`src/proc_pkg.sv`:
```
`default_nettype none

package proc_pkg;

    typedef logic [31:0] word_t;
    typedef logic [4:0]  reg_addr_t;
    typedef logic [3:0]  alu_op_t;
    typedef logic [1:0]  wb_sel_t;
    typedef logic [1:0]  mem_width_t;

    // ALU operations
    localparam alu_op_t ALU_ADD  = 4'd0;
    localparam alu_op_t ALU_SUB  = 4'd1;
    localparam alu_op_t ALU_AND  = 4'd2;
    localparam alu_op_t ALU_OR   = 4'd3;
    localparam alu_op_t ALU_XOR  = 4'd4;
    localparam alu_op_t ALU_SLT  = 4'd5;
    localparam alu_op_t ALU_PASS = 4'd6;

    // Writeback sources
    localparam wb_sel_t WB_LINK = 2'b01;
    localparam wb_sel_t WB_MEM  = 2'b10;
    localparam wb_sel_t WB_ALU  = 2'b11;

    localparam mem_width_t WIDTH_BYTE = 2'b00;
    localparam mem_width_t WIDTH_WORD = 2'b10;

    // Major opcodes
    localparam logic [6:0] OP_REG    = 7'b0110011;
    localparam logic [6:0] OP_IMM    = 7'b0010011;
    localparam logic [6:0] OP_LOAD   = 7'b0000011;
    localparam logic [6:0] OP_STORE  = 7'b0100011;
    localparam logic [6:0] OP_BRANCH = 7'b1100011;
    localparam logic [6:0] OP_JAL    = 7'b1101111;
    localparam logic [6:0] OP_CUSTOM = 7'b0001011;

    localparam logic [2:0] FN3_ADD = 3'b000;
    localparam logic [2:0] FN3_SLT = 3'b010;
    localparam logic [2:0] FN3_XOR = 3'b100;
    localparam logic [2:0] FN3_OR  = 3'b110;
    localparam logic [2:0] FN3_AND = 3'b111;
    localparam logic [6:0] FN7_SUB = 7'b0100000;

    localparam logic [2:0] FN3_BEQ = 3'b000;
    localparam logic [2:0] FN3_BNE = 3'b001;
    localparam logic [2:0] FN3_LB  = 3'b000;
    localparam logic [2:0] FN3_LW  = 3'b010;
    localparam logic [2:0] FN3_LBU = 3'b100;
    localparam logic [2:0] FN3_SB  = 3'b000;
    localparam logic [2:0] FN3_SW  = 3'b010;

    // Custom-0 strobe select
    localparam logic [2:0] FN3_SAC = 3'b000;
    localparam logic [2:0] FN3_SND = 3'b001;
    localparam logic [2:0] FN3_UAD = 3'b010;
    localparam logic [2:0] FN3_PPU = 3'b011;

endpackage

`default_nettype wire

```
`src/fetch.sv`:
```
`timescale 1ns/10ps
`default_nettype none

module fetch
    import proc_pkg::*;
#(
    parameter word_t RESET_PC = 32'h0000_0000
) (
    input  logic  clk,
    input  logic  rst_n,
    input  logic  redirect,
    input  word_t redirect_pc,
    output word_t imem_addr,
    input  word_t imem_data,
    output word_t instr,
    output word_t instr_pc,
    output logic  instr_valid
);

    word_t pc;

    assign imem_addr = pc;

    // Redirect wins over the sequential pc and kills the fetched slot
    always_ff @(posedge clk or negedge rst_n) begin
        if (!rst_n) begin
            pc          <= RESET_PC;
            instr_valid <= 1'b0;
        end else begin
            pc          <= redirect ? redirect_pc : pc + 32'd4;
            instr_valid <= ~redirect;
        end
    end

    always_ff @(posedge clk) begin
        instr    <= imem_data;
        instr_pc <= pc;
    end

endmodule

`default_nettype wire

```
`config.mk`:
```
export PLATFORM = sky130hd
export DESIGN_NAME = fetch
export DESIGN_NICKNAME = d
export VERILOG_FILES = /design/src/proc_pkg.sv /design/src/fetch.sv
export SDC_FILE = /design/constraint.sdc
export NUM_CORES = 1
export LEC_CHECK = 0
export BUFFER_PORTS_ARGS = -buffer_cell sky130_fd_sc_hd__buf_2
export CORE_UTILIZATION = 40
export DETAILED_ROUTE_END_ITERATION = 12
export PLACE_DENSITY_LB_ADDON = 0.12
export SYNTH_ARGS = -nofsm -noshare
export SYNTH_HDL_FRONTEND = slang
export SYNTH_SLANG_ARGS = --single-unit
```
`constraint.sdc`:
```
create_clock -name clk -period 2 [get_ports clk]
set_clock_uncertainty 0.2 [all_clocks]
set_input_delay 0.4 -clock clk [delete_from_list [all_inputs] [get_ports clk]]
set_output_delay 0.4 -clock clk [all_outputs]
set_load 0.05 [all_outputs]
```
==> results of run 1 <==
## cell families after synthesis
group / after synthesis
AO/OA/AOI/OAI: 44
multiplexers: 3
flip-flops: 97
adder cells (fa/ha/maj): 1
XOR/XNOR: 11
buffers and inverters: 18
AND/OR/NAND/NOR: 86
## flip-flops by register name, summed over array words and instances (netlist names)
name / cells
imem_addr: 32
instr_pc: 32
instr_valid: 1
instr: 32
## worst max-delay path: cells and delay by family, from the launching register on
| kind | cells | cell delay (ns) |
|---|---|---|
| buffers and inverters | 1 | 0.20 |
| AOI/OAI and AO/OA | 1 | 0.16 |
| DFF | 1 | 0.42 |
| and+or+nand+nor | 3 | 0.70 |
| adders and majority gates | 1 | 0.15 |
## synth_stat cells (2+ instances only)
cell type  count
and2_1         3
o31ai_1       12
buf_2          4
xor2_1         9
a31oi_1       14
nand2_1       23
nor2_1        14
and3_1         3
buf_6          2
o21ai_0       14
o211ai_1       3
nand3_1        9
dfrtp_1       33
dfxtp_1       64
clkbuf_1       8
nand4_1        8
mux2_2         3
xnor2_1        2
nand4_2        2
and4_1         4
or3_1          3
or4_1         14
inv_1          3
## how the worst max path moves through the flow
| stage | cells past startpoint | slack [ns] | to | startpoint |
|---|---|---|---|---|
| detailed placement | 4 | 0.04 | imem_addr[31]$_DFF_PN0_ | imem_addr[2]$_DFF_PN0_ |
| global placement | 4 | 0.07 | imem_addr[31]$_DFF_PN0_ | imem_addr[12]$_DFF_PN0_ |
| CTS | 4 | 0.01 | imem_addr[31]$_DFF_PN0_ | imem_addr[2]$_DFF_PN0_ |
| floorplan | 7 | -0.08 | imem_addr[30]$_DFF_PN0_ | imem_addr[3]$_DFF_PN0_ |
| global route | 5 | -0.0007 | imem_addr[22]$_DFF_PN0_ | imem_addr[2]$_DFF_PN0_ |
| finish | 6 | 0.1 | imem_addr[18]$_DFF_PN0_ | imem_addr[2]$_DFF_PN0_ |
## area by class of cell
| type | count | area, µm² |
|---|---|---|
| clock inverters | 5 | 82.6 |
| repair buffers | 220 | 1340 |
| well taps | 99 | 124 |
| clock buffers | 11 | 153 |
| flip-flops and latches | 97 | 2130 |
| fillers | 619 | 2600 |
| multi-input cells | 146 | 967 |
| inverters | 3 | 11.3 |
## through the flow
stage / std cells / util / setup TNS (ns) / instance area [µm²]
after detailed placement: 529 / 0.567 / 0 / 4200
final: 581 / 0.649 / 0 / 4810
after floorplan: 260 / - / -0.0996 / 3200
after global placement: 529 / 0.567 / 0 / 4200
after CTS: 578 / 0.643 / 0 / 4770
after global routing: 581 / 0.649 / -0.000670 / 4810
## per-layer routing
metal / routed length, µm / GRT usage / vias up / part of all wire
met5: 0 / 0 / - / 0
met4: 97 / 0.0726 / 0 / 0.012
met3: 486 / 0.0530 / 6 / 0.059
met2: 4020 / 0.344 / 112 / 0.49
met1: 3680 / 0.252 / 1298 / 0.44
li1: - / - / 1367 / -
## power groups by stage
stage | clock (mW) | sequential [mW] | combinational [mW]
after floorplan | 0 | 2.85 | 0.159
after global placement | 0 | 2.23 | 1.11
final | 1.45 | 2.20 | 1.17
after CTS | 1.48 | 2.20 | 1.17
after global routing | 1.57 | 2.22 | 1.23
after detailed placement | 0 | 2.24 | 1.12
## what timing repair did
action | CTS | global route
hold buffers | 33 | 0
hold endpoints to repair | 48 | 0
setup buffers | 0 | 2
setup endpoints to repair | 0 | 12
gates resized for setup | 0 | 5
==> results.json, run 1 <==
{
  "status": "finished clean",
  "crit_path_end_kind": "flop",
  "synth-simple-area-share": 0.158,
  "grt_max_degree": 33,
  "clock_sinks": 97,
  "internal_power_mw": 3.23,
  "synthArstFlopShare": 0.340,
  "vdd_drop_max_mv": 0.631,
  "worstPathRequired_ns": 2.06,
  "relSlewSlack": 0.697,
  "comb_power_share": 0.243,
  "yosys-top-cells-area": "dfxtp_1 41%, dfrtp_1 26%, or4_1 3.4%",
  "worst_hold_path.endpoint": "imem_addr[2]$_DFF_PN0_",
  "rows": 31,
  "p_per_area_nw_per_um2": 1000,
  "grt_pass1_vias": 2605,
  "synth_edf_count": 0,
  "synth_compound_area_frac": 0.0894,
  "seq_power_share": 0.456,
  "synth_ff_type": "dfxtp_1",
  "hpwl_mm": 5.49,
  "grt_usage": 0.204,
  "dieWidth_um": 90.3,
  "leakage_nw": 2.22,
  "reg2reg_from": "imem_addr[2]$_DFF_PN0_",
  "finalHoldViolCount": 0,
  "timing_worst_slew_pin_value_ns": 0.455,
  "diodes": 0,
  "r2r_cells": 6,
  "area.growth.synth_to_final_pct": 54.1,
  "holdWs_ns": 0.0546,
  "cts_root_buf": "clkbuf_8",
  "cts_buffers": 9,
  "synth_top_family_by_area": "simple AND/OR/NAND/NOR gates",
  "clockBufferDepth": 2,
  "dr.pass1.iters": 4,
  "path_max_fanout": 13,
  "ys_seq_area_frac": 0.675,
  "viasPerCell": 4.79,
  "max_freq_mhz": 525,
  "ctsHtreeMaxLevel": 3,
  "layout-drive-gt1-share": 0.490,
  "core_um2": 7410,
  "layout_common_cells": "163 x buf_2, 64 x dfxtp_1, 33 x dlygate4sd3_1",
  "routabilityCongestion": 0.766,
  "mostFrequentLayoutCell": "buf_2",
  "drt-initial-drc-count": 101,
  "timing.rr.end": "imem_addr[18]$_DFF_PN0_",
  "num_io_pins": 164,
  "cp_slowest_cell": "dfrtp_2",
  "syn_area_per_cell_um2": 12.0,
  "initial_core_util": 0.421,
  "synth_top_area_share": 0.411,
  "port_buffers": 163,
  "worstSetupPathType": "reg2reg",
  "clkPwrFrac": 0.301,
  "syn_area_um2": 3120,
  "worstHoldPathCells": 3,
  "synth-adder-area-share": 0.00401,
  "worst_slack_ns": 0.0970,
  "crit_arrival_ns": 1.96,
  "period_share": 0.951,
  "wirelength_mm": 8.28,
  "slowest_delay_ns": 0.42,
  "synth_area_leader_cell": "dfxtp_1",
  "synth-seq-cells": 97,
  "drc": 0,
  "maxCapViolCount": 0,
  "gr-total-overflow": 0,
  "finalMaxSlewViolations": 0,
  "antenna_found_initial": 0,
  "wl_per_cell_um": 14.3,
  "yosysWarningCount": 0,
  "cts_tree": "done",
  "clk_latency_ns": 0.35,
  "nets": 545,
  "reg2reg_setup_slack_ns": 0.1,
  "startpoint_type": "flop",
  "synth_cells": 260,
  "ant_nets": 0,
  "netSwitchingFraction": 0.331,
  "p_switching_mw": 1.59,
  "via_count": 2783,
  "die_height_um": 90.3,
  "setup_viol": 0,
  "place_ws_ns": 0.0380,
  "grt_first_pass_wirelength_mm": 12.9,
  "die-area_um2": 8160,
  "hp-class": "in2reg",
  "synthesis.nets": 328,
  "min_from": "redirect_pc[2]",
  "synth-xor-area-share": 0.0309,
  "min_period_ns": 1.90,
  "synth_mux_area_frac": 0.0108,
  "yosysUniqueCellTypes": 29,
  "clkTransAtPathRegs_ns": 0.09,
  "crit_path_cell_trace": "ha_4, and2_4, nand4_4, buf_4, or3_1, a31oi_1",
  "finalPower_mw": 4.82
}
No activity file was read; power rests on OpenSTA's default activity.
==> run 2: changes to the inputs <==
GPL_TIMING_DRIVEN = 0   (was unset)
==> run 2 against run 1 <==
  * Via count increased by 1.0%
  * Cell count up 1.2%
  * Global-route usage up 0.74 points
  * Sequential cell count unchanged
  * Cell area grew 0.55%
  * Fmax down 1.1%
  * Clock-buffer cell count is the same
  * Non-clock buffer count grew 8
  * Sequential power about the same
  * Critical path type unchanged
  * Largest power group unchanged
  * Highest routed layer unchanged
==> results.json, run 2 (synthesized netlist as in run 1, its figures left out) <==
{
  "nets": 552,
  "drt-initial-drc-count": 83,
  "placedCellCount": 521,
  "clk_latency_ns": 0.35,
  "p_switching_mw": 1.59,
  "max_freq_mhz": 519,
  "die-area_um2": 8160,
  "startpoint_type": "flop",
  "port_buffers": 162,
  "dieWidth_um": 90.3,
  "min_period_ns": 1.93,
  "reg2reg_setup_slack_ns": 0.07,
  "internal_power_mw": 3.19,
  "ant_nets": 0,
  "status": "finished clean",
  "tns_ns": 0,
  "rows": 31,
  "mostFrequentLayoutCell": "buf_2",
  "hpwl_mm": 5.54,
  "ctsHtreeMaxLevel": 3,
  "seq_power_share": 0.465,
  "core_um2": 7410,
  "fillCellCount": 587,
  "relSlewSlack": 0.484,
  "routabilityCongestion": 0.772,
  "met1_usage": 0.260,
  "path_max_fanout": 10,
  "clkTransAtPathRegs_ns": 0.10,
  "layout-drive-gt1-share": 0.481,
  "num_io_pins": 164,
  "maxCapViolCount": 0,
  "wl_per_cell_um": 14.5,
  "setup_viol": 0,
  "viasPerCell": 4.78,
  "clockBufferDepth": 2,
  "dr.pass1.iters": 4,
  "p_per_area_nw_per_um2": 989,
  "leakage_nw": 2.22,
  "cts_buffers": 9,
  "diodes": 0,
  "die_height_um": 90.3,
  "via_count": 2812,
  "gr-total-overflow": 0,
  "finalMaxSlewViolations": 0,
  "clkPwrFrac": 0.296,
  "worstPathRequired_ns": 2.06,
  "antenna_found_initial": 0,
  "timing_worst_slew_pin_value_ns": 0.774,
  "wirelength_mm": 8.53,
  "layout_common_cells": "163 x buf_2, 64 x dfxtp_1, 33 x dlygate4sd3_1",
  "area.growth.synth_to_final_pct": 54.9,
  "netSwitchingFraction": 0.333,
  "finalHoldViolCount": 0,
  "comb_power_share": 0.239,
  "vdd_drop_max_mv": 0.558,
  "top_usage_layer": "met2",
  "worstSetupPathType": "reg2reg",
  "grt_pass1_vias": 2680,
  "grt_usage": 0.211,
  "initial_core_util": 0.421,
  "period_share": 0.963,
  "hp-class": "in2reg",
  "drc": 0,
  "cts_tree": "done",
  "grt_max_degree": 34,
  "clock_sinks": 97,
  "crit_path_end_kind": "flop",
  "grt_use_met2": 0.355,
  "grt_first_pass_wirelength_mm": 13.4,
  "grt_use_met3": 0.0556,
  "cts_root_buf": "clkbuf_8",
  "stdcell_count": 588,
  "crit_arrival_ns": 1.99
}
[run 2: cell type report]
class	count	area [µm²]	area share
repair buffers	214	1280	0.265
flip-flops and latches	97	2130	0.441
clock buffers	11	141	0.0292
plain buffers	14	108	0.0223
well taps	99	124	0.0256
multi-input cells	145	953	0.197
clock inverters	5	85.1	0.0176
inverters	3	11.3	0.00233
[run 2: layer usage]
metal,vias to the layer above,wire length (µm)
met4,0,130
met5,-,0
li1,1380,-
met2,112,4090
met3,12,499
met1,1308,3800
[run 2: worst paths after layout]
path	cells after the start	start	to
worst min register to register	0	imem_addr[0]$_DFFE_PN0P_	instr_pc[0]$_DFF_P_
worst max register to register	6	imem_addr[6]$_DFF_PN0_	imem_addr[19]$_DFF_PN0_
max in group asynchronous	2	rst_n	imem_addr[10]$_DFF_PN0_
worst min-delay path	3	redirect_pc[14]	imem_addr[14]$_DFF_PN0_
min in group asynchronous	2	rst_n	imem_addr[0]$_DFFE_PN0P_
worst max-delay path	6	imem_addr[6]$_DFF_PN0_	imem_addr[19]$_DFF_PN0_
[run 2: per-stage QoR]
| stage | cell area (µm²) | util | hold slack [ns] | power, mW | setup WS [ns] |
|---|---|---|---|---|---|
| floorplan | 3200 | - | -0.0956 | 3.01 | -0.0765 |
| global placement | 4130 | 0.558 | 0.173 | 3.30 | 0.00909 |
| detailed placement | 4130 | 0.558 | 0.174 | 3.31 | -0.0166 |
| CTS | 4720 | 0.637 | 0.0358 | 4.78 | 0.0147 |
| global route | 4830 | 0.653 | 0.0431 | 4.97 | -0.0146 |
| finish | 4830 | 0.653 | 0.0551 | 4.78 | 0.0749 |
[run 2: power by group through the flow]
stage / clock network, mW / logic [mW] / registers [mW]
after floorplan: 0 / 0.159 / 2.85
after global placement: 0 / 1.03 / 2.27
after detailed placement: 0 / 1.04 / 2.28
after CTS: 1.45 / 1.10 / 2.23
after global routing: 1.53 / 1.20 / 2.24
final: 1.41 / 1.14 / 2.22
[run 2: what timing repair did]
item | 4_1_cts | 5_1_grt
endpoints found under the setup margin | 3 | 9
hold buffers | 33 | 0
gates cloned | 0 | 1
endpoints found under the hold margin | 65 | 0
resized for setup | 1 | 6
buffers inserted | 5 | 13
pin swaps | 1 | 4
[run 2: worst max-delay path: stages, from the launching register on]
cell     delay, ns
dfrtp_2       0.41
and4_1        0.22
buf_6         0.16
nand2_4       0.06
buf_6         0.13
or4_1         0.46
a31oi_1       0.20
