===== config.mk =====
export PLATFORM = sky130hd
export DESIGN_NAME = decode_flat
export DESIGN_NICKNAME = d
export VERILOG_FILES = /design/src/proc_pkg.sv /design/src/proc_if.sv /design/src/reg_file.sv /design/src/decode.sv /design/src/flat_wrapper.sv
export SDC_FILE = /design/constraint.sdc
export NUM_CORES = 2
export LEC_CHECK = 0
export BUFFER_PORTS_ARGS = -buffer_cell sky130_fd_sc_hd__buf_2
export CORE_MARGIN = 2
export CORE_UTILIZATION = 35
export CTS_BUF_LIST = sky130_fd_sc_hd__clkbuf_16
export DETAILED_ROUTE_END_ITERATION = 8
export PLACE_DENSITY = 0.59
export REMOVE_ABC_BUFFERS = 1
export SLEW_MARGIN = 20
export SYNTH_ARGS = -nofsm -noshare
export SYNTH_HDL_FRONTEND = slang
export SYNTH_SLANG_ARGS = --single-unit

===== constraint.sdc =====
create_clock -name clk -period 3.2 [get_ports clk]
set_input_delay 0.48 -clock clk [delete_from_list [all_inputs] [get_ports clk]]
set_output_delay 0.48 -clock clk [all_outputs]
set_load 0.02 [all_outputs]

===== src/proc_pkg.sv =====
`default_nettype none

package proc_pkg;

    typedef logic [31:0] word_t;
    typedef logic [4:0]  reg_addr_t;
    typedef logic [3:0]  alu_op_t;
    typedef logic [1:0]  wb_sel_t;
    typedef logic [1:0]  mem_width_t;

    // ALU operations
    localparam alu_op_t ALU_ADD  = 4'd0;
    localparam alu_op_t ALU_SUB  = 4'd1;
    localparam alu_op_t ALU_AND  = 4'd2;
    localparam alu_op_t ALU_OR   = 4'd3;
    localparam alu_op_t ALU_XOR  = 4'd4;
    localparam alu_op_t ALU_SLT  = 4'd5;
    localparam alu_op_t ALU_PASS = 4'd6;

    // Writeback sources
    localparam wb_sel_t WB_LINK = 2'b01;
    localparam wb_sel_t WB_MEM  = 2'b10;
    localparam wb_sel_t WB_ALU  = 2'b11;

    localparam mem_width_t WIDTH_BYTE = 2'b00;
    localparam mem_width_t WIDTH_WORD = 2'b10;

    // Major opcodes
    localparam logic [6:0] OP_REG    = 7'b0110011;
    localparam logic [6:0] OP_IMM    = 7'b0010011;
    localparam logic [6:0] OP_LOAD   = 7'b0000011;
    localparam logic [6:0] OP_STORE  = 7'b0100011;
    localparam logic [6:0] OP_BRANCH = 7'b1100011;
    localparam logic [6:0] OP_JAL    = 7'b1101111;
    localparam logic [6:0] OP_CUSTOM = 7'b0001011;

    localparam logic [2:0] FN3_ADD = 3'b000;
    localparam logic [2:0] FN3_SLT = 3'b010;
    localparam logic [2:0] FN3_XOR = 3'b100;
    localparam logic [2:0] FN3_OR  = 3'b110;
    localparam logic [2:0] FN3_AND = 3'b111;
    localparam logic [6:0] FN7_SUB = 7'b0100000;

    localparam logic [2:0] FN3_BEQ = 3'b000;
    localparam logic [2:0] FN3_BNE = 3'b001;
    localparam logic [2:0] FN3_LB  = 3'b000;
    localparam logic [2:0] FN3_LW  = 3'b010;
    localparam logic [2:0] FN3_LBU = 3'b100;
    localparam logic [2:0] FN3_SB  = 3'b000;
    localparam logic [2:0] FN3_SW  = 3'b010;

    // Custom-0 strobe select
    localparam logic [2:0] FN3_SAC = 3'b000;
    localparam logic [2:0] FN3_SND = 3'b001;
    localparam logic [2:0] FN3_UAD = 3'b010;
    localparam logic [2:0] FN3_PPU = 3'b011;

endpackage

`default_nettype wire


===== src/proc_if.sv =====
`timescale 1ns/10ps
`default_nettype none

// Decode to execute stage register contents
interface dec_ex_if
    import proc_pkg::*;
();
    logic       valid;
    word_t      pc;
    word_t      rs1_data;
    word_t      rs2_data;
    word_t      imm;
    reg_addr_t  rd;
    alu_op_t    alu_op;
    logic       use_imm;
    logic       reg_wen;
    logic       mem_ren;
    logic       mem_wen;
    mem_width_t width;
    logic       load_unsigned;
    logic       branch;
    logic       branch_ne;
    logic       jump;
    wb_sel_t    wb_sel;

    modport src (output valid, pc, rs1_data, rs2_data, imm, rd, alu_op, use_imm, reg_wen,
                 mem_ren, mem_wen, width, load_unsigned, branch, branch_ne, jump, wb_sel);
    modport dst (input valid, pc, rs1_data, rs2_data, imm, rd, alu_op, use_imm, reg_wen,
                 mem_ren, mem_wen, width, load_unsigned, branch, branch_ne, jump, wb_sel);
endinterface


`default_nettype wire


===== src/reg_file.sv =====
`timescale 1ns/10ps
`default_nettype none

module reg_file
    import proc_pkg::*;
(
    input  logic      clk,
    input  logic      rst_n,
    input  reg_addr_t rs1,
    input  reg_addr_t rs2,
    output word_t     rs1_data,
    output word_t     rs2_data,
    input  logic      wen,
    input  reg_addr_t waddr,
    input  word_t     wdata
);

    // x0 has no storage
    word_t regs [1:31];

    always_ff @(posedge clk or negedge rst_n) begin
        if (!rst_n) begin
            for (int i = 1; i < 32; i++) begin
                regs[i] <= '0;
            end
        end else if (wen && waddr != 5'd0) begin
            regs[waddr] <= wdata;
        end
    end

    // Write-first bypass so a same-cycle reader sees the new value
    assign rs1_data = (rs1 == 5'd0) ? '0 : (wen && waddr == rs1) ? wdata : regs[rs1];
    assign rs2_data = (rs2 == 5'd0) ? '0 : (wen && waddr == rs2) ? wdata : regs[rs2];

endmodule

`default_nettype wire


===== src/decode.sv =====
`timescale 1ns/10ps
`default_nettype none

module decode
    import proc_pkg::*;
(
    input  logic      clk,
    input  logic      rst_n,
    input  word_t     instr,
    input  word_t     instr_pc,
    input  logic      instr_valid,
    input  logic      redirect,
    input  logic      wb_en,
    input  reg_addr_t wb_reg,
    input  word_t     wb_data,
    dec_ex_if.src     dx,
    output logic      sac,
    output logic      snd,
    output logic      uad,
    output logic      ppu_send,
    output word_t     interface_data
);

    logic [6:0] opcode;
    logic [2:0] funct3;
    logic [6:0] funct7;
    reg_addr_t  rs1, rs2, rd;
    word_t      rs1_data, rs2_data;
    word_t      imm_i, imm_s, imm_b, imm_j, imm;
    alu_op_t    alu_op;
    mem_width_t width;
    wb_sel_t    wb_sel;
    logic       legal, use_imm, reg_wen, mem_ren, mem_wen, load_unsigned;
    logic       branch, branch_ne, jump, custom, fire;
    logic [3:0] strobe;

    assign opcode = instr[6:0];
    assign rd     = instr[11:7];
    assign funct3 = instr[14:12];
    assign rs1    = instr[19:15];
    assign rs2    = instr[24:20];
    assign funct7 = instr[31:25];

    assign imm_i = {{20{instr[31]}}, instr[31:20]};
    assign imm_s = {{20{instr[31]}}, instr[31:25], instr[11:7]};
    assign imm_b = {{19{instr[31]}}, instr[31], instr[7], instr[30:25], instr[11:8], 1'b0};
    assign imm_j = {{11{instr[31]}}, instr[31], instr[19:12], instr[20], instr[30:21], 1'b0};

    reg_file regs (
        .clk     (clk),
        .rst_n   (rst_n),
        .rs1     (rs1),
        .rs2     (rs2),
        .rs1_data(rs1_data),
        .rs2_data(rs2_data),
        .wen     (wb_en),
        .waddr   (wb_reg),
        .wdata   (wb_data)
    );

    always_comb begin
        legal         = 1'b0;
        alu_op        = ALU_ADD;
        use_imm       = 1'b0;
        reg_wen       = 1'b0;
        mem_ren       = 1'b0;
        mem_wen       = 1'b0;
        width         = WIDTH_WORD;
        load_unsigned = 1'b0;
        branch        = 1'b0;
        branch_ne     = 1'b0;
        jump          = 1'b0;
        custom        = 1'b0;
        wb_sel        = WB_ALU;
        imm           = imm_i;
        case (opcode)
            OP_REG: begin
                reg_wen = 1'b1;
                legal   = (funct7 == 7'd0) || (funct7 == FN7_SUB && funct3 == FN3_ADD);
                case (funct3)
                    FN3_ADD: alu_op = (funct7 == FN7_SUB) ? ALU_SUB : ALU_ADD;
                    FN3_SLT: alu_op = ALU_SLT;
                    FN3_XOR: alu_op = ALU_XOR;
                    FN3_OR:  alu_op = ALU_OR;
                    FN3_AND: alu_op = ALU_AND;
                    default: legal = 1'b0;
                endcase
            end
            OP_IMM: begin
                // Only ADDI in this subset
                legal   = (funct3 == FN3_ADD);
                reg_wen = 1'b1;
                use_imm = 1'b1;
            end
            OP_LOAD: begin
                legal         = (funct3 == FN3_LB) || (funct3 == FN3_LW) || (funct3 == FN3_LBU);
                reg_wen       = 1'b1;
                mem_ren       = 1'b1;
                use_imm       = 1'b1;
                wb_sel        = WB_MEM;
                width         = (funct3 == FN3_LW) ? WIDTH_WORD : WIDTH_BYTE;
                load_unsigned = (funct3 == FN3_LBU);
            end
            OP_STORE: begin
                legal   = (funct3 == FN3_SB) || (funct3 == FN3_SW);
                mem_wen = 1'b1;
                use_imm = 1'b1;
                imm     = imm_s;
                width   = (funct3 == FN3_SB) ? WIDTH_BYTE : WIDTH_WORD;
            end
            OP_BRANCH: begin
                legal     = (funct3 == FN3_BEQ) || (funct3 == FN3_BNE);
                branch    = 1'b1;
                branch_ne = (funct3 == FN3_BNE);
                imm       = imm_b;
            end
            OP_JAL: begin
                legal   = 1'b1;
                jump    = 1'b1;
                reg_wen = 1'b1;
                wb_sel  = WB_LINK;
                alu_op  = ALU_PASS;
                imm     = imm_j;
            end
            OP_CUSTOM: begin
                legal  = 1'b1;
                custom = 1'b1;
                alu_op = ALU_PASS;
            end
            default: ;
        endcase
    end

    // Strobe select for the external devices
    assign fire = instr_valid && custom && !redirect;

    always_comb begin
        strobe = 4'b0000;
        if (fire) begin
            case (funct3)
                FN3_SAC: strobe[0] = 1'b1;
                FN3_SND: strobe[1] = 1'b1;
                FN3_UAD: strobe[2] = 1'b1;
                FN3_PPU: strobe[3] = 1'b1;
                default: ;
            endcase
        end
    end

    always_ff @(posedge clk or negedge rst_n) begin
        if (!rst_n) begin
            sac            <= 1'b0;
            snd            <= 1'b0;
            uad            <= 1'b0;
            ppu_send       <= 1'b0;
            interface_data <= '0;
            dx.valid       <= 1'b0;
        end else begin
            sac      <= strobe[0];
            snd      <= strobe[1];
            uad      <= strobe[2];
            ppu_send <= strobe[3];
            // Data holds its last value between strobes
            if (|strobe) begin
                interface_data <= rs1_data;
            end
            dx.valid <= instr_valid && legal && !redirect;
        end
    end

    always_ff @(posedge clk) begin
        dx.pc            <= instr_pc;
        dx.rs1_data      <= rs1_data;
        dx.rs2_data      <= rs2_data;
        dx.imm           <= imm;
        dx.rd            <= rd;
        dx.alu_op        <= alu_op;
        dx.use_imm       <= use_imm;
        dx.reg_wen       <= reg_wen;
        dx.mem_ren       <= mem_ren;
        dx.mem_wen       <= mem_wen;
        dx.width         <= width;
        dx.load_unsigned <= load_unsigned;
        dx.branch        <= branch;
        dx.branch_ne     <= branch_ne;
        dx.jump          <= jump;
        dx.wb_sel        <= wb_sel;
    end

endmodule

`default_nettype wire


===== src/flat_wrapper.sv =====
// flat-port wrapper written by rule: the top's interface ports become plain ports
module decode_flat import proc_pkg::*;
  (clk, rst_n, instr, instr_pc, instr_valid, redirect, wb_en, wb_reg, wb_data, sac, snd, uad, ppu_send, interface_data, dx_valid, dx_pc, dx_rs1_data, dx_rs2_data, dx_imm, dx_rd, dx_alu_op, dx_use_imm, dx_reg_wen, dx_mem_ren, dx_mem_wen, dx_width, dx_load_unsigned, dx_branch, dx_branch_ne, dx_jump, dx_wb_sel);
  dec_ex_if dx_i ();
  input  logic clk;
  input  logic rst_n;
  input  word_t instr;
  input  word_t instr_pc;
  input  logic instr_valid;
  input  logic redirect;
  input  logic wb_en;
  input  reg_addr_t wb_reg;
  input  word_t wb_data;
  output logic sac;
  output logic snd;
  output logic uad;
  output logic ppu_send;
  output word_t interface_data;
  output wire logic [$bits(dx_i.valid)-1:0] dx_valid;
  output wire logic [$bits(dx_i.pc)-1:0] dx_pc;
  output wire logic [$bits(dx_i.rs1_data)-1:0] dx_rs1_data;
  output wire logic [$bits(dx_i.rs2_data)-1:0] dx_rs2_data;
  output wire logic [$bits(dx_i.imm)-1:0] dx_imm;
  output wire logic [$bits(dx_i.rd)-1:0] dx_rd;
  output wire logic [$bits(dx_i.alu_op)-1:0] dx_alu_op;
  output wire logic [$bits(dx_i.use_imm)-1:0] dx_use_imm;
  output wire logic [$bits(dx_i.reg_wen)-1:0] dx_reg_wen;
  output wire logic [$bits(dx_i.mem_ren)-1:0] dx_mem_ren;
  output wire logic [$bits(dx_i.mem_wen)-1:0] dx_mem_wen;
  output wire logic [$bits(dx_i.width)-1:0] dx_width;
  output wire logic [$bits(dx_i.load_unsigned)-1:0] dx_load_unsigned;
  output wire logic [$bits(dx_i.branch)-1:0] dx_branch;
  output wire logic [$bits(dx_i.branch_ne)-1:0] dx_branch_ne;
  output wire logic [$bits(dx_i.jump)-1:0] dx_jump;
  output wire logic [$bits(dx_i.wb_sel)-1:0] dx_wb_sel;
  assign dx_valid = dx_i.valid;
  assign dx_pc = dx_i.pc;
  assign dx_rs1_data = dx_i.rs1_data;
  assign dx_rs2_data = dx_i.rs2_data;
  assign dx_imm = dx_i.imm;
  assign dx_rd = dx_i.rd;
  assign dx_alu_op = dx_i.alu_op;
  assign dx_use_imm = dx_i.use_imm;
  assign dx_reg_wen = dx_i.reg_wen;
  assign dx_mem_ren = dx_i.mem_ren;
  assign dx_mem_wen = dx_i.mem_wen;
  assign dx_width = dx_i.width;
  assign dx_load_unsigned = dx_i.load_unsigned;
  assign dx_branch = dx_i.branch;
  assign dx_branch_ne = dx_i.branch_ne;
  assign dx_jump = dx_i.jump;
  assign dx_wb_sel = dx_i.wb_sel;
  decode u_core (.clk(clk), .rst_n(rst_n), .instr(instr), .instr_pc(instr_pc), .instr_valid(instr_valid), .redirect(redirect), .wb_en(wb_en), .wb_reg(wb_reg), .wb_data(wb_data), .dx(dx_i), .sac(sac), .snd(snd), .uad(uad), .ppu_send(ppu_send), .interface_data(interface_data));
endmodule

==> results.md <==
- Status: finished clean
- Combinational share of power: 19.5%
- Post-DR vias/cell: 5.872
- Post-Route Skew: 25.11 ps
- RR Startpoint: u_core.regs.regs[638]$_DFFE_PN0P_
- Top_reg_cell synth: dfrtp_1
- Yosys top cell area share: 43.77%
- Routed Antenna Nets: 0
- Seq cells post-synth: 1165
- Final period util: 74.91%
- Largest net degree at the start of global routing: 109
- Total CTS buffers: 139
- Reg2Reg Depth: 6
- Syn Inst Count: 4139
- Hold path depth: 3
- Initial core utilization: 35.22%
- Clk_lat worst skew: 780 ps
- Routed length per instance: 29.35 um
- Slew @ Worst Pin: 1052 ps
- GR Overflow Total: 0
- Clock Sinks: 1165
- Core box area: 167000 um2
- Syn. warnings: 0
- EDFF count, synth: 0
- GRT Util Overall: 22.97%
- Clock power share: 35.1%
- Post-Place Setup Slack: 195.4 ps
- Crit path DAT: 3080 ps
- CTS clock-pin slew for the worst setup and hold paths: 60 ps
- Die width: 414.0 um
- TritonCTS clock tree: built
- Sequential share of power: 45.4%
- Max incr delay on CP: 760 ps
- Worst-path fanout max: 25
- Period minus WS final: 2397 ps
- # DRC: 0
- First-pass GRT wire length: 288400 um
- Fraction of layout cells with a size suffix above 1: 49.44%
- Post-DP HPWL: 123000 um
- Pwr Density: 622.1 nW/um2
- RSZ-0062 raised after global routing: no
- Die Height: 414.0 um
- Library cells used by synthesis: 66
- Placed cells: 6415
- Finished Layout Cells: 6720
- Post-Route WL: 197200 um
- Pins Over Slew Limit: 0
- Min-delay worst type: in2reg
- Port bufs: 289
- Area Growth Syn to Fin: 16.35%
- Final #Nets: 4508
- Worst R2R End: u_core.dx.rs2_data[30]$_SDFF_PN0_
- Post-synthesis sequential area ratio: 48.40%
- Max Cap Viol: 0
- Initial antenna violation count: 6
- Vias in the first global route: 40273
- Final Wtd Congestion: 0.8356
- Core Rows: 150
- Mapped cell area: 58830 um2
- Critical path cell sequence: dlygate4sd3_1, buf_2, nor3_1, nand4b_1, nor2_4, o21ai_1, o21ai_0
- Area contributors post-synth: dfrtp_1, mux2_2, mux4_2, dfxtp_1, mux2i_1
- CP max-delay cell: nor2_4
- # IOs: 292
- Htree depth: 4
- Worst Hold Path EP: u_core.uad$_DFF_PN0_
- Fmax: 417.2 MHz
- Critical path capture point type: register
- Clock root cell: clkbuf_16
- Max-slew headroom: 29.90%
- Die area: 171400 um2
- Crit path buffers/inverters: 2
- Switching part of the total: 28.11%
- CP Data Required Time: 3880 ps
- Largest area contributor in the netlist: dfrtp_1
- CP Class: in2reg
- Pint: 30.61 mW
- Lkg Pwr: 30.02 nW
- Post-CTS Setup Bufs: 0
- Final Setup Violations: 0
- Switching power total: 11.97 mW
- Crit path max-delay family: simple AND/OR/NAND/NOR gates
- Drt pass-1 iters: 5
- Most frequent cells in the layout: mux2_2, dfrtp_1, mux4_2
- Most common cell after layout, fill and taps aside: mux2_2
- Hold Path Origin: instr[13]
- Reg-to-reg slack, setup: 950 ps
- Synthesized area per cell: 14.21 um2
- Critical path startpoint category: input pin
- Worst setup margin: 802.8 ps
- Starting DRT DRC Count: 3454
- IR drop worst, VDD: 0.5754 mV
- Fin util: 40.98%
- Max clock buf depth: 3
- Setup TNS: 0 ps
- Via Count: 39460
- Hold Vio Cnt, Final: 0
- Async SR Flop Fraction: 88.33%
-- metrics by stage --
stage               hold WS, ps  total power [mW]  cell area (um2)
global placement          465.2             27.53            63700
finish                    46.42             42.58            68450
CTS                       3.057             42.90            68440
detailed placement        460.5             27.80            63700
floorplan                 184.4             24.51            56910
global route              35.44             44.46            68440
-- cell families after synthesis --
logic type / after synthesis / synth area share (%)
muxes: 1756 / 40.30
xor gates and xnor gates: 11 / 0.1638
buffers and inverters: 436 / 3.307
AOI/OAI and AO/OA: 403 / 4.909
and+or+nand+nor: 367 / 2.908
other: 1 / 0.006375
DFF: 1165 / 48.40
-- synth_stat cells (all sizes together) (2+ instances only) --
| library cell | number |
|---|---|
| o221ai | 7 |
| nand2 | 165 |
| o22ai | 47 |
| nor2 | 89 |
| mux2i | 248 |
| nor3b | 5 |
| a221o | 30 |
| a31o | 12 |
| mux2 | 1131 |
| and2 | 6 |
| a32o | 2 |
| a211oi | 11 |
| o21ai | 65 |
| or3 | 14 |
| or2 | 4 |
| and4b | 2 |
| buf | 217 |
| xnor2 | 11 |
| nor2b | 23 |
| and3 | 4 |
| nand2b | 6 |
| a21o | 9 |
| mux4 | 377 |
| or4 | 3 |
| dfrtp | 1029 |
| a21oi | 29 |
| inv | 6 |
| o41ai | 8 |
| a22oi | 71 |
| a221oi | 28 |
| nor3 | 15 |
| clkbuf | 212 |
| nand3b | 4 |
| nor4 | 2 |
| nor4b | 2 |
| nand4 | 13 |
| a2111oi | 11 |
| o31ai | 29 |
| a32oi | 12 |
| dfxtp | 136 |
| nand3 | 5 |
| a31oi | 25 |
-- flip-flops by register name, indices dropped and copies added, names as in the netlist, 2 cells and up --
name and cells:
u_core.dx.wb_sel 2, u_core.dx.rs2_data 32, u_core.interface_data 32, u_core.dx.alu_op 3, u_core.dx.pc 32, u_core.dx.imm 21, u_core.regs.regs 992, u_core.dx.rd 5
u_core.dx.rs1_data 32
-- what timing repair did --
action                                 in CTS  in global routing
hold buffers                               50                  0
setup endpoints to repair                   0                  0
endpoints found under the hold margin      82                  0
gates resized for setup                     0                  0
-- power groups by stage --
stage,clock network (mW),registers [mW],logic (mW)
6_report,14.9,19.3,8.29
5_1_grt,15.9,19.7,8.90
4_1_cts,15.3,19.3,8.34
3_5_place_dp,0,19.5,8.26
3_3_place_gp,0,19.4,8.11
2_1_floorplan,0,19.1,5.46
-- worst register-to-register path: stages, from the launching register on --
cell and delay (ps):
dfrtp_1 400, mux4_2 460, mux2_2 290, a2111oi_0 490, buf_4 200, o31ai_1 80, buf_4 210
-- layout make-up --
class	count	area, um2
fillers	15492	98590
repair buffers	550	4298
flip-flops and latches	1165	28470
clock inverters	111	666.9
clock buffers	143	3578
diodes	1	2.502
well taps	2204	2758
inverters	7	26.28
multi-input cells	2539	28640
-- per-layer routing --
layer	GRT usage, %	vias up	part of all wire, %
li1	-	16299	-
met1	30.46	21266	41
met2	37.32	1494	48
met3	3.964	395	6.1
met4	9.408	6	4.1
met5	0	-	0.020
-- worst max path at each step --
stage | to | startpoint | cells after the start
after floorplan | u_core.regs.regs[608]$_DFFE_PN0P_ | wb_reg[0] | 3
final | u_core.interface_data[18]$_DFFE_PN0P_ | instr[5] | 7
after detailed placement | u_core.dx.rs2_data[10]$_SDFF_PN0_ | instr[20] | 7
after CTS | u_core.interface_data[14]$_DFFE_PN0P_ | instr[5] | 7
after global routing | u_core.interface_data[14]$_DFFE_PN0P_ | instr[5] | 7
after global placement | u_core.dx.rs2_data[5]$_SDFF_PN0_ | instr[20] | 7
(Power assumes the default switching activity.)
