$ cat config.mk
export PLATFORM = sky130hd
export DESIGN_NAME = execute_flat
export DESIGN_NICKNAME = d
export VERILOG_FILES = /design/src/proc_pkg.sv /design/src/proc_if.sv /design/src/execute.sv /design/src/flat_wrapper.sv
export SDC_FILE = /design/constraint.sdc
export NUM_CORES = 1
export LEC_CHECK = 0
export ABC_AREA = 0
export BUFFER_PORTS_ARGS = -buffer_cell sky130_fd_sc_hd__buf_2
export CELL_PAD_IN_SITES_DETAIL_PLACEMENT = 0
export CELL_PAD_IN_SITES_GLOBAL_PLACEMENT = 1
export CORE_ASPECT_RATIO = 0.75
export CORE_UTILIZATION = 35
export DETAILED_ROUTE_END_ITERATION = 7
export PLACE_DENSITY_LB_ADDON = 0.25
export REMOVE_ABC_BUFFERS = 1
export SYNTH_ARGS = -nofsm -noshare
export SYNTH_HDL_FRONTEND = slang
export SYNTH_SLANG_ARGS = --single-unit
$ cat constraint.sdc
create_clock -name clk -period 3.58 [get_ports clk]
set_input_delay 0.716 -clock clk [delete_from_list [all_inputs] [get_ports clk]]
set_output_delay 0.716 -clock clk [all_outputs]
set_load 0.005 [all_outputs]
$ cat src/proc_pkg.sv
`default_nettype none

package proc_pkg;

    typedef logic [31:0] word_t;
    typedef logic [4:0]  reg_addr_t;
    typedef logic [3:0]  alu_op_t;
    typedef logic [1:0]  wb_sel_t;
    typedef logic [1:0]  mem_width_t;

    // ALU operations
    localparam alu_op_t ALU_ADD  = 4'd0;
    localparam alu_op_t ALU_SUB  = 4'd1;
    localparam alu_op_t ALU_AND  = 4'd2;
    localparam alu_op_t ALU_OR   = 4'd3;
    localparam alu_op_t ALU_XOR  = 4'd4;
    localparam alu_op_t ALU_SLT  = 4'd5;
    localparam alu_op_t ALU_PASS = 4'd6;

    // Writeback sources
    localparam wb_sel_t WB_LINK = 2'b01;
    localparam wb_sel_t WB_MEM  = 2'b10;
    localparam wb_sel_t WB_ALU  = 2'b11;

    localparam mem_width_t WIDTH_BYTE = 2'b00;
    localparam mem_width_t WIDTH_WORD = 2'b10;

    // Major opcodes
    localparam logic [6:0] OP_REG    = 7'b0110011;
    localparam logic [6:0] OP_IMM    = 7'b0010011;
    localparam logic [6:0] OP_LOAD   = 7'b0000011;
    localparam logic [6:0] OP_STORE  = 7'b0100011;
    localparam logic [6:0] OP_BRANCH = 7'b1100011;
    localparam logic [6:0] OP_JAL    = 7'b1101111;
    localparam logic [6:0] OP_CUSTOM = 7'b0001011;

    localparam logic [2:0] FN3_ADD = 3'b000;
    localparam logic [2:0] FN3_SLT = 3'b010;
    localparam logic [2:0] FN3_XOR = 3'b100;
    localparam logic [2:0] FN3_OR  = 3'b110;
    localparam logic [2:0] FN3_AND = 3'b111;
    localparam logic [6:0] FN7_SUB = 7'b0100000;

    localparam logic [2:0] FN3_BEQ = 3'b000;
    localparam logic [2:0] FN3_BNE = 3'b001;
    localparam logic [2:0] FN3_LB  = 3'b000;
    localparam logic [2:0] FN3_LW  = 3'b010;
    localparam logic [2:0] FN3_LBU = 3'b100;
    localparam logic [2:0] FN3_SB  = 3'b000;
    localparam logic [2:0] FN3_SW  = 3'b010;

    // Custom-0 strobe select
    localparam logic [2:0] FN3_SAC = 3'b000;
    localparam logic [2:0] FN3_SND = 3'b001;
    localparam logic [2:0] FN3_UAD = 3'b010;
    localparam logic [2:0] FN3_PPU = 3'b011;

endpackage

`default_nettype wire

$ cat src/proc_if.sv
`timescale 1ns/10ps
`default_nettype none

// Decode to execute stage register contents
interface dec_ex_if
    import proc_pkg::*;
();
    logic       valid;
    word_t      pc;
    word_t      rs1_data;
    word_t      rs2_data;
    word_t      imm;
    reg_addr_t  rd;
    alu_op_t    alu_op;
    logic       use_imm;
    logic       reg_wen;
    logic       mem_ren;
    logic       mem_wen;
    mem_width_t width;
    logic       load_unsigned;
    logic       branch;
    logic       branch_ne;
    logic       jump;
    wb_sel_t    wb_sel;

    modport src (output valid, pc, rs1_data, rs2_data, imm, rd, alu_op, use_imm, reg_wen,
                 mem_ren, mem_wen, width, load_unsigned, branch, branch_ne, jump, wb_sel);
    modport dst (input valid, pc, rs1_data, rs2_data, imm, rd, alu_op, use_imm, reg_wen,
                 mem_ren, mem_wen, width, load_unsigned, branch, branch_ne, jump, wb_sel);
endinterface

// Execute to result stage register contents
interface ex_res_if
    import proc_pkg::*;
();
    logic       valid;
    word_t      alu_result;
    word_t      store_data;
    word_t      link_pc;
    reg_addr_t  rd;
    logic       reg_wen;
    logic       mem_ren;
    logic       mem_wen;
    mem_width_t width;
    logic       load_unsigned;
    wb_sel_t    wb_sel;

    modport src (output valid, alu_result, store_data, link_pc, rd, reg_wen, mem_ren,
                 mem_wen, width, load_unsigned, wb_sel);
    modport dst (input valid, alu_result, store_data, link_pc, rd, reg_wen, mem_ren,
                 mem_wen, width, load_unsigned, wb_sel);
endinterface

`default_nettype wire

$ cat src/execute.sv
`timescale 1ns/10ps
`default_nettype none

module execute
    import proc_pkg::*;
(
    input  logic  clk,
    input  logic  rst_n,
    dec_ex_if.dst dx,
    ex_res_if.src xr,
    output logic  redirect,
    output word_t redirect_pc
);

    word_t op_b;
    word_t alu_result;
    logic  taken;

    assign op_b = dx.use_imm ? dx.imm : dx.rs2_data;

    always_comb begin
        case (dx.alu_op)
            ALU_ADD:  alu_result = dx.rs1_data + op_b;
            ALU_SUB:  alu_result = dx.rs1_data - op_b;
            ALU_AND:  alu_result = dx.rs1_data & op_b;
            ALU_OR:   alu_result = dx.rs1_data | op_b;
            ALU_XOR:  alu_result = dx.rs1_data ^ op_b;
            ALU_SLT:  alu_result = {31'd0, $signed(dx.rs1_data) < $signed(op_b)};
            ALU_PASS: alu_result = dx.imm;
            default:  alu_result = dx.rs1_data + op_b;
        endcase
    end

    // BNE inverts the equality test
    assign taken       = dx.branch && ((dx.rs1_data == dx.rs2_data) != dx.branch_ne);
    assign redirect    = dx.valid && (dx.jump || taken);
    assign redirect_pc = dx.pc + dx.imm;

    // Flushed slots arrive here already invalid from decode
    always_ff @(posedge clk or negedge rst_n) begin
        if (!rst_n) begin
            xr.valid <= 1'b0;
        end else begin
            xr.valid <= dx.valid;
        end
    end

    always_ff @(posedge clk) begin
        xr.alu_result    <= alu_result;
        xr.store_data    <= dx.rs2_data;
        xr.link_pc       <= dx.pc + 32'd4;
        xr.rd            <= dx.rd;
        xr.reg_wen       <= dx.reg_wen;
        xr.mem_ren       <= dx.mem_ren;
        xr.mem_wen       <= dx.mem_wen;
        xr.width         <= dx.width;
        xr.load_unsigned <= dx.load_unsigned;
        xr.wb_sel        <= dx.wb_sel;
    end

endmodule

`default_nettype wire

$ cat src/flat_wrapper.sv
// flat-port wrapper written by rule: the top's interface ports become plain ports
module execute_flat import proc_pkg::*;
  (clk, rst_n, redirect, redirect_pc, dx_valid, dx_pc, dx_rs1_data, dx_rs2_data, dx_imm, dx_rd, dx_alu_op, dx_use_imm, dx_reg_wen, dx_mem_ren, dx_mem_wen, dx_width, dx_load_unsigned, dx_branch, dx_branch_ne, dx_jump, dx_wb_sel, xr_valid, xr_alu_result, xr_store_data, xr_link_pc, xr_rd, xr_reg_wen, xr_mem_ren, xr_mem_wen, xr_width, xr_load_unsigned, xr_wb_sel);
  dec_ex_if dx_i ();
  ex_res_if xr_i ();
  input  logic clk;
  input  logic rst_n;
  output logic redirect;
  output word_t redirect_pc;
  input wire logic [$bits(dx_i.valid)-1:0] dx_valid;
  input wire logic [$bits(dx_i.pc)-1:0] dx_pc;
  input wire logic [$bits(dx_i.rs1_data)-1:0] dx_rs1_data;
  input wire logic [$bits(dx_i.rs2_data)-1:0] dx_rs2_data;
  input wire logic [$bits(dx_i.imm)-1:0] dx_imm;
  input wire logic [$bits(dx_i.rd)-1:0] dx_rd;
  input wire logic [$bits(dx_i.alu_op)-1:0] dx_alu_op;
  input wire logic [$bits(dx_i.use_imm)-1:0] dx_use_imm;
  input wire logic [$bits(dx_i.reg_wen)-1:0] dx_reg_wen;
  input wire logic [$bits(dx_i.mem_ren)-1:0] dx_mem_ren;
  input wire logic [$bits(dx_i.mem_wen)-1:0] dx_mem_wen;
  input wire logic [$bits(dx_i.width)-1:0] dx_width;
  input wire logic [$bits(dx_i.load_unsigned)-1:0] dx_load_unsigned;
  input wire logic [$bits(dx_i.branch)-1:0] dx_branch;
  input wire logic [$bits(dx_i.branch_ne)-1:0] dx_branch_ne;
  input wire logic [$bits(dx_i.jump)-1:0] dx_jump;
  input wire logic [$bits(dx_i.wb_sel)-1:0] dx_wb_sel;
  output wire logic [$bits(xr_i.valid)-1:0] xr_valid;
  output wire logic [$bits(xr_i.alu_result)-1:0] xr_alu_result;
  output wire logic [$bits(xr_i.store_data)-1:0] xr_store_data;
  output wire logic [$bits(xr_i.link_pc)-1:0] xr_link_pc;
  output wire logic [$bits(xr_i.rd)-1:0] xr_rd;
  output wire logic [$bits(xr_i.reg_wen)-1:0] xr_reg_wen;
  output wire logic [$bits(xr_i.mem_ren)-1:0] xr_mem_ren;
  output wire logic [$bits(xr_i.mem_wen)-1:0] xr_mem_wen;
  output wire logic [$bits(xr_i.width)-1:0] xr_width;
  output wire logic [$bits(xr_i.load_unsigned)-1:0] xr_load_unsigned;
  output wire logic [$bits(xr_i.wb_sel)-1:0] xr_wb_sel;
  assign dx_i.valid = dx_valid;
  assign dx_i.pc = dx_pc;
  assign dx_i.rs1_data = dx_rs1_data;
  assign dx_i.rs2_data = dx_rs2_data;
  assign dx_i.imm = dx_imm;
  assign dx_i.rd = dx_rd;
  assign dx_i.alu_op = dx_alu_op;
  assign dx_i.use_imm = dx_use_imm;
  assign dx_i.reg_wen = dx_reg_wen;
  assign dx_i.mem_ren = dx_mem_ren;
  assign dx_i.mem_wen = dx_mem_wen;
  assign dx_i.width = dx_width;
  assign dx_i.load_unsigned = dx_load_unsigned;
  assign dx_i.branch = dx_branch;
  assign dx_i.branch_ne = dx_branch_ne;
  assign dx_i.jump = dx_jump;
  assign dx_i.wb_sel = dx_wb_sel;
  assign xr_valid = xr_i.valid;
  assign xr_alu_result = xr_i.alu_result;
  assign xr_store_data = xr_i.store_data;
  assign xr_link_pc = xr_i.link_pc;
  assign xr_rd = xr_i.rd;
  assign xr_reg_wen = xr_i.reg_wen;
  assign xr_mem_ren = xr_i.mem_ren;
  assign xr_mem_wen = xr_i.mem_wen;
  assign xr_width = xr_i.width;
  assign xr_load_unsigned = xr_i.load_unsigned;
  assign xr_wb_sel = xr_i.wb_sel;
  execute u_core (.clk(clk), .rst_n(rst_n), .dx(dx_i), .xr(xr_i), .redirect(redirect), .redirect_pc(redirect_pc));
endmodule
==> results.yml, run 1 <==
outcome:
  outcome: "finished with violations"
  violations: "setup timing"
logic_synthesis:
  postSynthAreaPerCell_um2: 8.11
  ys_async_sr_fraction_pct: 0.909
  synth_flop_cell: "dfxtp_1"
  ys_types: 81
  syn_inst: 1252
  ys_seq_elements: 110
  yosysSeqAreaShare_pct: 21.7
  synth_edf_count: 0
  yosys_warnings: 0
  synth_area_um2: 10200
critical_path:
  cp_num_cells: 13
  crit_path_end_kind: "output port"
  required_ps: 2860
  crit_fanout: 2
  crit_slowest_cell: "o211ai_1"
  critPathKind: "in -> out"
  path_cells: "buf_8 -> ha_4 -> buf_6 -> a211oi_4 -> o21ai_2 -> a221oi_2 -> o31ai_2 -> o211ai_1 -> a22oi_2 -> a21o_1 -> a21oi_2 -> xnor2_1 -> buf_2"
  crit_start: "dx_imm[0]"
  path_buf_inv: 3
  critPathTopFamily: "compound AO/OA/AOI/OAI gates"
  slowest_delay_ps: 350
  start_kind: "input pin"
  arrival_ps: 3040
floorplan:
  io-pin-count: 295
  core-area_um2: 28200
  dieArea_um2: 29700
  die_w_um: 199
  start_util_pct: 35.9
  die-height_um: 150
  num_rows: 53
placement:
  hpwl_mm: 36.6
  preCtsSetupSlack_ps: -450
  gp_congestion: 0.975
  place_area_um2: 14300
  io_buffers: 294
clocking:
  cts_made_buffers: 9
  cts_root_buf: "clkbuf_16"
  cts_tree: "yes"
  cts_buffer_depth: 2
  numClockSinks: 110
  cts_max_level: 3
  cts.reportedPaths.clkPinSlew_ps: 80
route:
  vias: 11700
  vias_per_cell: 5.29
  wirelength_mm: 45.1
  drc: 0
  ant_nets: 0
  drt_iter0_drc: 854
  post_drt_wl_per_cell_um: 20.3
  drtPass1Iterations: 6
layout:
  fin_nets: 2113
  register_area_um2: 2210
  drive_above_1_share_pct: 41.3
  synthToLayoutAreaGrowth_pct: 52.2
  design_area_um2: 15500
  fin_util_pct: 54.7
  multi_input_area_um2: 7990
  nFillCells: 2705
global_route:
  grtUsageTotal_pct: 29.1
  grt_pass1_vias: 11100
  antenna_found_initial: 2
  grt_pass1_wl_mm: 64.4
  grt_max_degree: 33
  grt_remaining_overflow: 0
power:
  p_leak_nw: 7.49
  irDropWorstVdd_mv: 0.216
  finalPower_w: 0.00510
  power.density_nw_per_um2: 330
sta:
  slew_viol_final: 0
  holdWs_ps: 89.5
  relSlewSlack_pct: 42.7
  fin_crit_sh_pct: 105
  rsz0062_at_grt: "true"
  setup_ws_ps: -176
  setup_violations: 7
  worst_pin_slew_ps: 859
  fin_crit_ps: 3760
  max_freq_mhz: 266
  finalHoldViolations: 0
run:
  cap_viol_max_count: 0
hold_path:
  worstHoldPathType: "in -> async"
==> synthesized netlist by cell type, drive strengths merged (5+ instances only) <==
| library cell | count | area share (%) |
|---|---|---|
| ha | 133 | 16 |
| dfxtp | 109 | 21 |
| inv | 103 | 3.8 |
| a21oi | 95 | 4.9 |
| nor2 | 95 | 3.5 |
| xnor2 | 84 | 7.2 |
| nand2 | 73 | 2.7 |
| o21ai | 53 | 2.6 |
| mux2i | 35 | 3.5 |
| a21o | 34 | 2.6 |
| clkbuf | 33 | 1.2 |
| nand3 | 29 | 1.4 |
| o211ai | 27 | 2.0 |
| nor3 | 23 | 1.1 |
| a221oi | 22 | 2.0 |
| buf | 21 | 1.1 |
| nand2b | 21 | 1.3 |
| nand4 | 21 | 1.3 |
| a22oi | 17 | 1.3 |
| xor2 | 17 | 1.5 |
| nor2b | 15 | 0.92 |
| o21bai | 14 | 1.0 |
| a211oi | 13 | 1.1 |
| o221ai | 13 | 1.1 |
| o22ai | 12 | 0.74 |
| a31oi | 11 | 0.68 |
| and3 | 11 | 0.68 |
| o21a | 11 | 0.81 |
| o31ai | 9 | 0.76 |
| nor4 | 8 | 0.49 |
| a221o | 7 | 0.69 |
| a2111oi | 6 | 0.76 |
| a211o | 6 | 0.69 |
| and2 | 6 | 0.37 |
| a311oi | 5 | 0.55 |
| nor3b | 5 | 0.42 |
==> state kept, by name, summed over array words and instances, names as in the netlist <==
signal and count:
u_core.xr.mem_wen 1, u_core.xr.width 2, u_core.xr.load_unsigned 1, u_core.xr.alu_result 32
u_core.xr.rd 5, u_core.xr.reg_wen 1, u_core.xr.link_pc 32, u_core.xr.store_data 32
u_core.xr.mem_ren 1, u_core.xr.valid 1, u_core.xr.wb_sel 2
==> placed cells by master (no fill, tap or decap), drive strengths merged, types with 12 or more instances in the layout <==
cell type,synthesis,routed
buf,21,614
ha,133,133
dfxtp,109,109
inv,103,107
nor2,95,95
a21oi,95,95
xnor2,84,84
nand2,73,73
o21ai,53,53
mux2i,35,35
a21o,34,34
nand3,29,29
o211ai,27,27
nor3,23,23
a221oi,22,22
nand4,21,21
nand2b,21,21
xor2,17,17
a22oi,17,17
nor2b,15,15
o21bai,14,14
o221ai,13,13
a211oi,13,13
o22ai,12,12
==> path summary, 6_finish.rpt <==
check	end
worst max-delay path	redirect_pc[31]
worst min-delay path	u_core.xr.valid
min in group clk	u_core.xr.wb_sel[1]
max in group asynchronous	u_core.xr.valid
==> power by group <==
| part | internal (W) | leakage (nW) | switching [W] |
|---|---|---|---|
| Sequential | 0.00135 | 0.931 | 0.0000322 |
| Clock | 0.000512 | 0.154 | 0.000605 |
| Combinational | 0.00125 | 6.41 | 0.00134 |
| Total | 0.00312 | 7.49 | 0.00198 |
==> repair_timing <==
item                                   in CTS  in global routing
resized for setup                          49                 91
setup endpoints to repair                  23                 32
pin swaps                                  31                 54
endpoints found under the hold margin       0                  0
setup buffers                               3                 13
gates cloned                                0                  2
hold buffers                                0                  0
==> through the flow <==
stage	setup TNS, ps	std cells
final	-405	2219
after global routing	-1610	2216
after CTS	-485	2203
after detailed placement	-9700	2185
after global placement	-8640	2185
after floorplan	-8490	1198
==> final cells by class <==
type | count | area share (%)
Antenna cell | 4 | 0.0648
Clock buffer | 9 | 1.46
Clock inverter | 7 | 0.607
Inverter | 103 | 2.50
Multi-Input combinational cell | 985 | 51.7
Sequential cell | 110 | 14.3
Tap cell | 385 | 3.12
Timing Repair Buffer | 616 | 26.3
==> metal layers <==
layer	up-vias	routed length [um]	global-route usage, %
met5	-	0	0
met1	5525	20600	41.1
met4	0	530	5.46
met3	33	4760	8.52
li1	5667	-	-
met2	524	19200	43.7
==> kinds of logic (layout without fill, tap and decap cells) <==
logic type | Yosys count | in the layout | share of synthesized area [%]
AOI/OAI and AO/OA | 385 | 385 | 27.1
xor gates and xnor gates | 101 | 101 | 8.71
adders and majority gates | 136 | 136 | 17.0
buffers and inverters | 157 | 735 | 6.10
DFF | 110 | 110 | 21.7
muxes | 37 | 37 | 3.67
other | 0 | 4 | 0
and+or+nand+nor | 326 | 326 | 15.7
Power figures use the tool's default switching activity.
==> run 2: changes to the inputs <==
--- a/config.mk
+++ b/config.mk
@@ -7,7 +7,7 @@
 export LEC_CHECK = 0
 export ABC_AREA = 0
 export BUFFER_PORTS_ARGS = -buffer_cell sky130_fd_sc_hd__buf_2
-export CELL_PAD_IN_SITES_DETAIL_PLACEMENT = 0
+export CELL_PAD_IN_SITES_DETAIL_PLACEMENT = 1
 export CELL_PAD_IN_SITES_GLOBAL_PLACEMENT = 1
 export CORE_ASPECT_RATIO = 0.75
 export CORE_UTILIZATION = 35
==> results.yml, run 2 (synthesis results as in run 1) <==
outcome:
  outcome: "finished with violations"
  violations: "setup timing"
floorplan:
  num_rows: 53
  core-area_um2: 28200
  start_util_pct: 35.9
  die-height_um: 150
  dieArea_um2: 29700
  die_w_um: 199
  io-pin-count: 295
critical_path:
  crit_path_end_kind: "output port"
  crit_start: "dx_imm[0]"
  start_kind: "input pin"
  critPathKind: "in -> out"
  arrival_ps: 3150
  required_ps: 2860
  crit_fanout: 2
clocking:
  cts_buffer_depth: 2
  cts_tree: "yes"
  cts_made_buffers: 9
  cts_max_level: 3
  ctsHoldBuffers: 0
  cts_root_buf: "clkbuf_16"
  cts.reportedPaths.clkPinSlew_ps: 90
  numClockSinks: 110
route:
  wirelength_mm: 55.3
  ant_nets: 0
  vias_per_cell: 5.73
  drc: 0
  post_drt_wl_per_cell_um: 24.7
  vias: 12800
  drtPass1Iterations: 5
  drt_iter0_drc: 964
global_route:
  grt_pass1_wl_mm: 75.8
  grtUsageTotal_pct: 33.7
  grt_remaining_overflow: 0
  antenna_found_initial: 5
  grt_max_degree: 33
  grt_pass1_vias: 12800
power:
  power.density_nw_per_um2: 337
  p_leak_nw: 7.63
  irDropWorstVdd_mv: 0.242
placement:
  preCtsSetupSlack_ps: -500
  hpwl_mm: 40.7
  io_buffers: 294
  gp_congestion: 0.975
sta:
  rsz0062_at_grt: "true"
  finalHoldViolations: 0
  fin_crit_ps: 3870
  setup_ws_ps: -289
  holdWs_ps: 89.5
  worst_pin_slew_ps: 878
  setup_violations: 16
  fin_crit_sh_pct: 108
  max_freq_mhz: 258
  relSlewSlack_pct: 41.5
  finalSetupTns_ps: -2530
  slew_viol_final: 0
layout:
  drive_above_1_share_pct: 44.0
  layout.cells.most_common: "buf_4"
  fin_nets: 2136
  synthToLayoutAreaGrowth_pct: 57.2
  nFillCells: 3437
  fin_util_pct: 56.5
  final_cell_mix: "buf_4 (326), buf_2 (285), dfxtp_1 (109)"
  top_regs: "u_core.xr.alu_result (32), u_core.xr.link_pc (32), u_core.xr.store_data (32)"
run:
  cap_viol_max_count: 0
hold_path:
  worstHoldPathType: "in -> async"
run 2: cell count changes in the layout (fill, tap and decap cells not counted), sizes merged:
cell	change
buf	+22
clkbuf	+1
diode	-1
run 2: report_power, final:
part / switching, W / leakage [nW] / total, W / internal, W
Clock: 0.000635 / 0.154 / 0.00115 / 0.000514
Combinational: 0.00152 / 6.54 / 0.00284 / 0.00133
Sequential: 0.0000371 / 0.931 / 0.00139 / 0.00135
run 2: final cells by class:
cell class	count	area, um2	area share, %
multi-input cells	985	8270	51.8
repair buffers	639	4290	26.9
flip-flops and latches	110	2210	13.8
well taps	385	482	3.02
inverters	103	387	2.42
clock buffers	9	225	1.41
clock inverters	7	93.8	0.588
diodes	3	7.51	0.0470
run 2: stage by stage:
| step | power, W | area, um2 | std cells |
|---|---|---|---|
| 2_1_floorplan | 0.00253 | 9920 | 1198 |
| 3_5_place_dp | 0.00383 | 14300 | 2185 |
| 5_1_grt | 0.00560 | 16000 | 2240 |
| 4_1_cts | 0.00507 | 15000 | 2214 |
| 3_3_place_gp | 0.00376 | 14300 | 2185 |
| 6_report | 0.00538 | 16000 | 2241 |
run 2: critical path, cell delays in order:
cell,delay (ps)
buf_8,100
ha_4,170
buf_4,150
a211oi_4,260
o21ai_2,110
a221oi_4,380
o31ai_4,130
o211ai_1,200
buf_4,150
a22oi_2,90
a21o_1,210
a21oi_2,180
xnor2_1,150
buf_2,150
run 2: path summary, 6_finish.rpt:
path / endpoint / depth (start not counted)
max in group asynchronous: u_core.xr.valid / 1
worst max-delay path: redirect_pc[31] / 14
min in group clk: u_core.xr.wb_sel[1] / 1
worst min-delay path: u_core.xr.valid / 1
run 2: what timing repair did:
| item | in CTS | in global routing |
|---|---|---|
| endpoints found under the hold margin | 0 | 0 |
| buffers inserted | 13 | 23 |
| setup endpoints to repair | 26 | 41 |
| pin swaps | 33 | 65 |
| gates cloned | 0 | 2 |
| resized for setup | 72 | 130 |
run 2: layer usage:
metal | global-route usage, % | share of wire [%] | routed length, um | vias up
met5 | 0 | 0.018 | 10 | -
met4 | 8.81 | 2.7 | 1510 | 2
met3 | 5.81 | 8.4 | 4630 | 106
met2 | 54.4 | 46 | 25300 | 663
met1 | 46.1 | 43 | 23900 | 6349
li1 | - | - | - | 5726
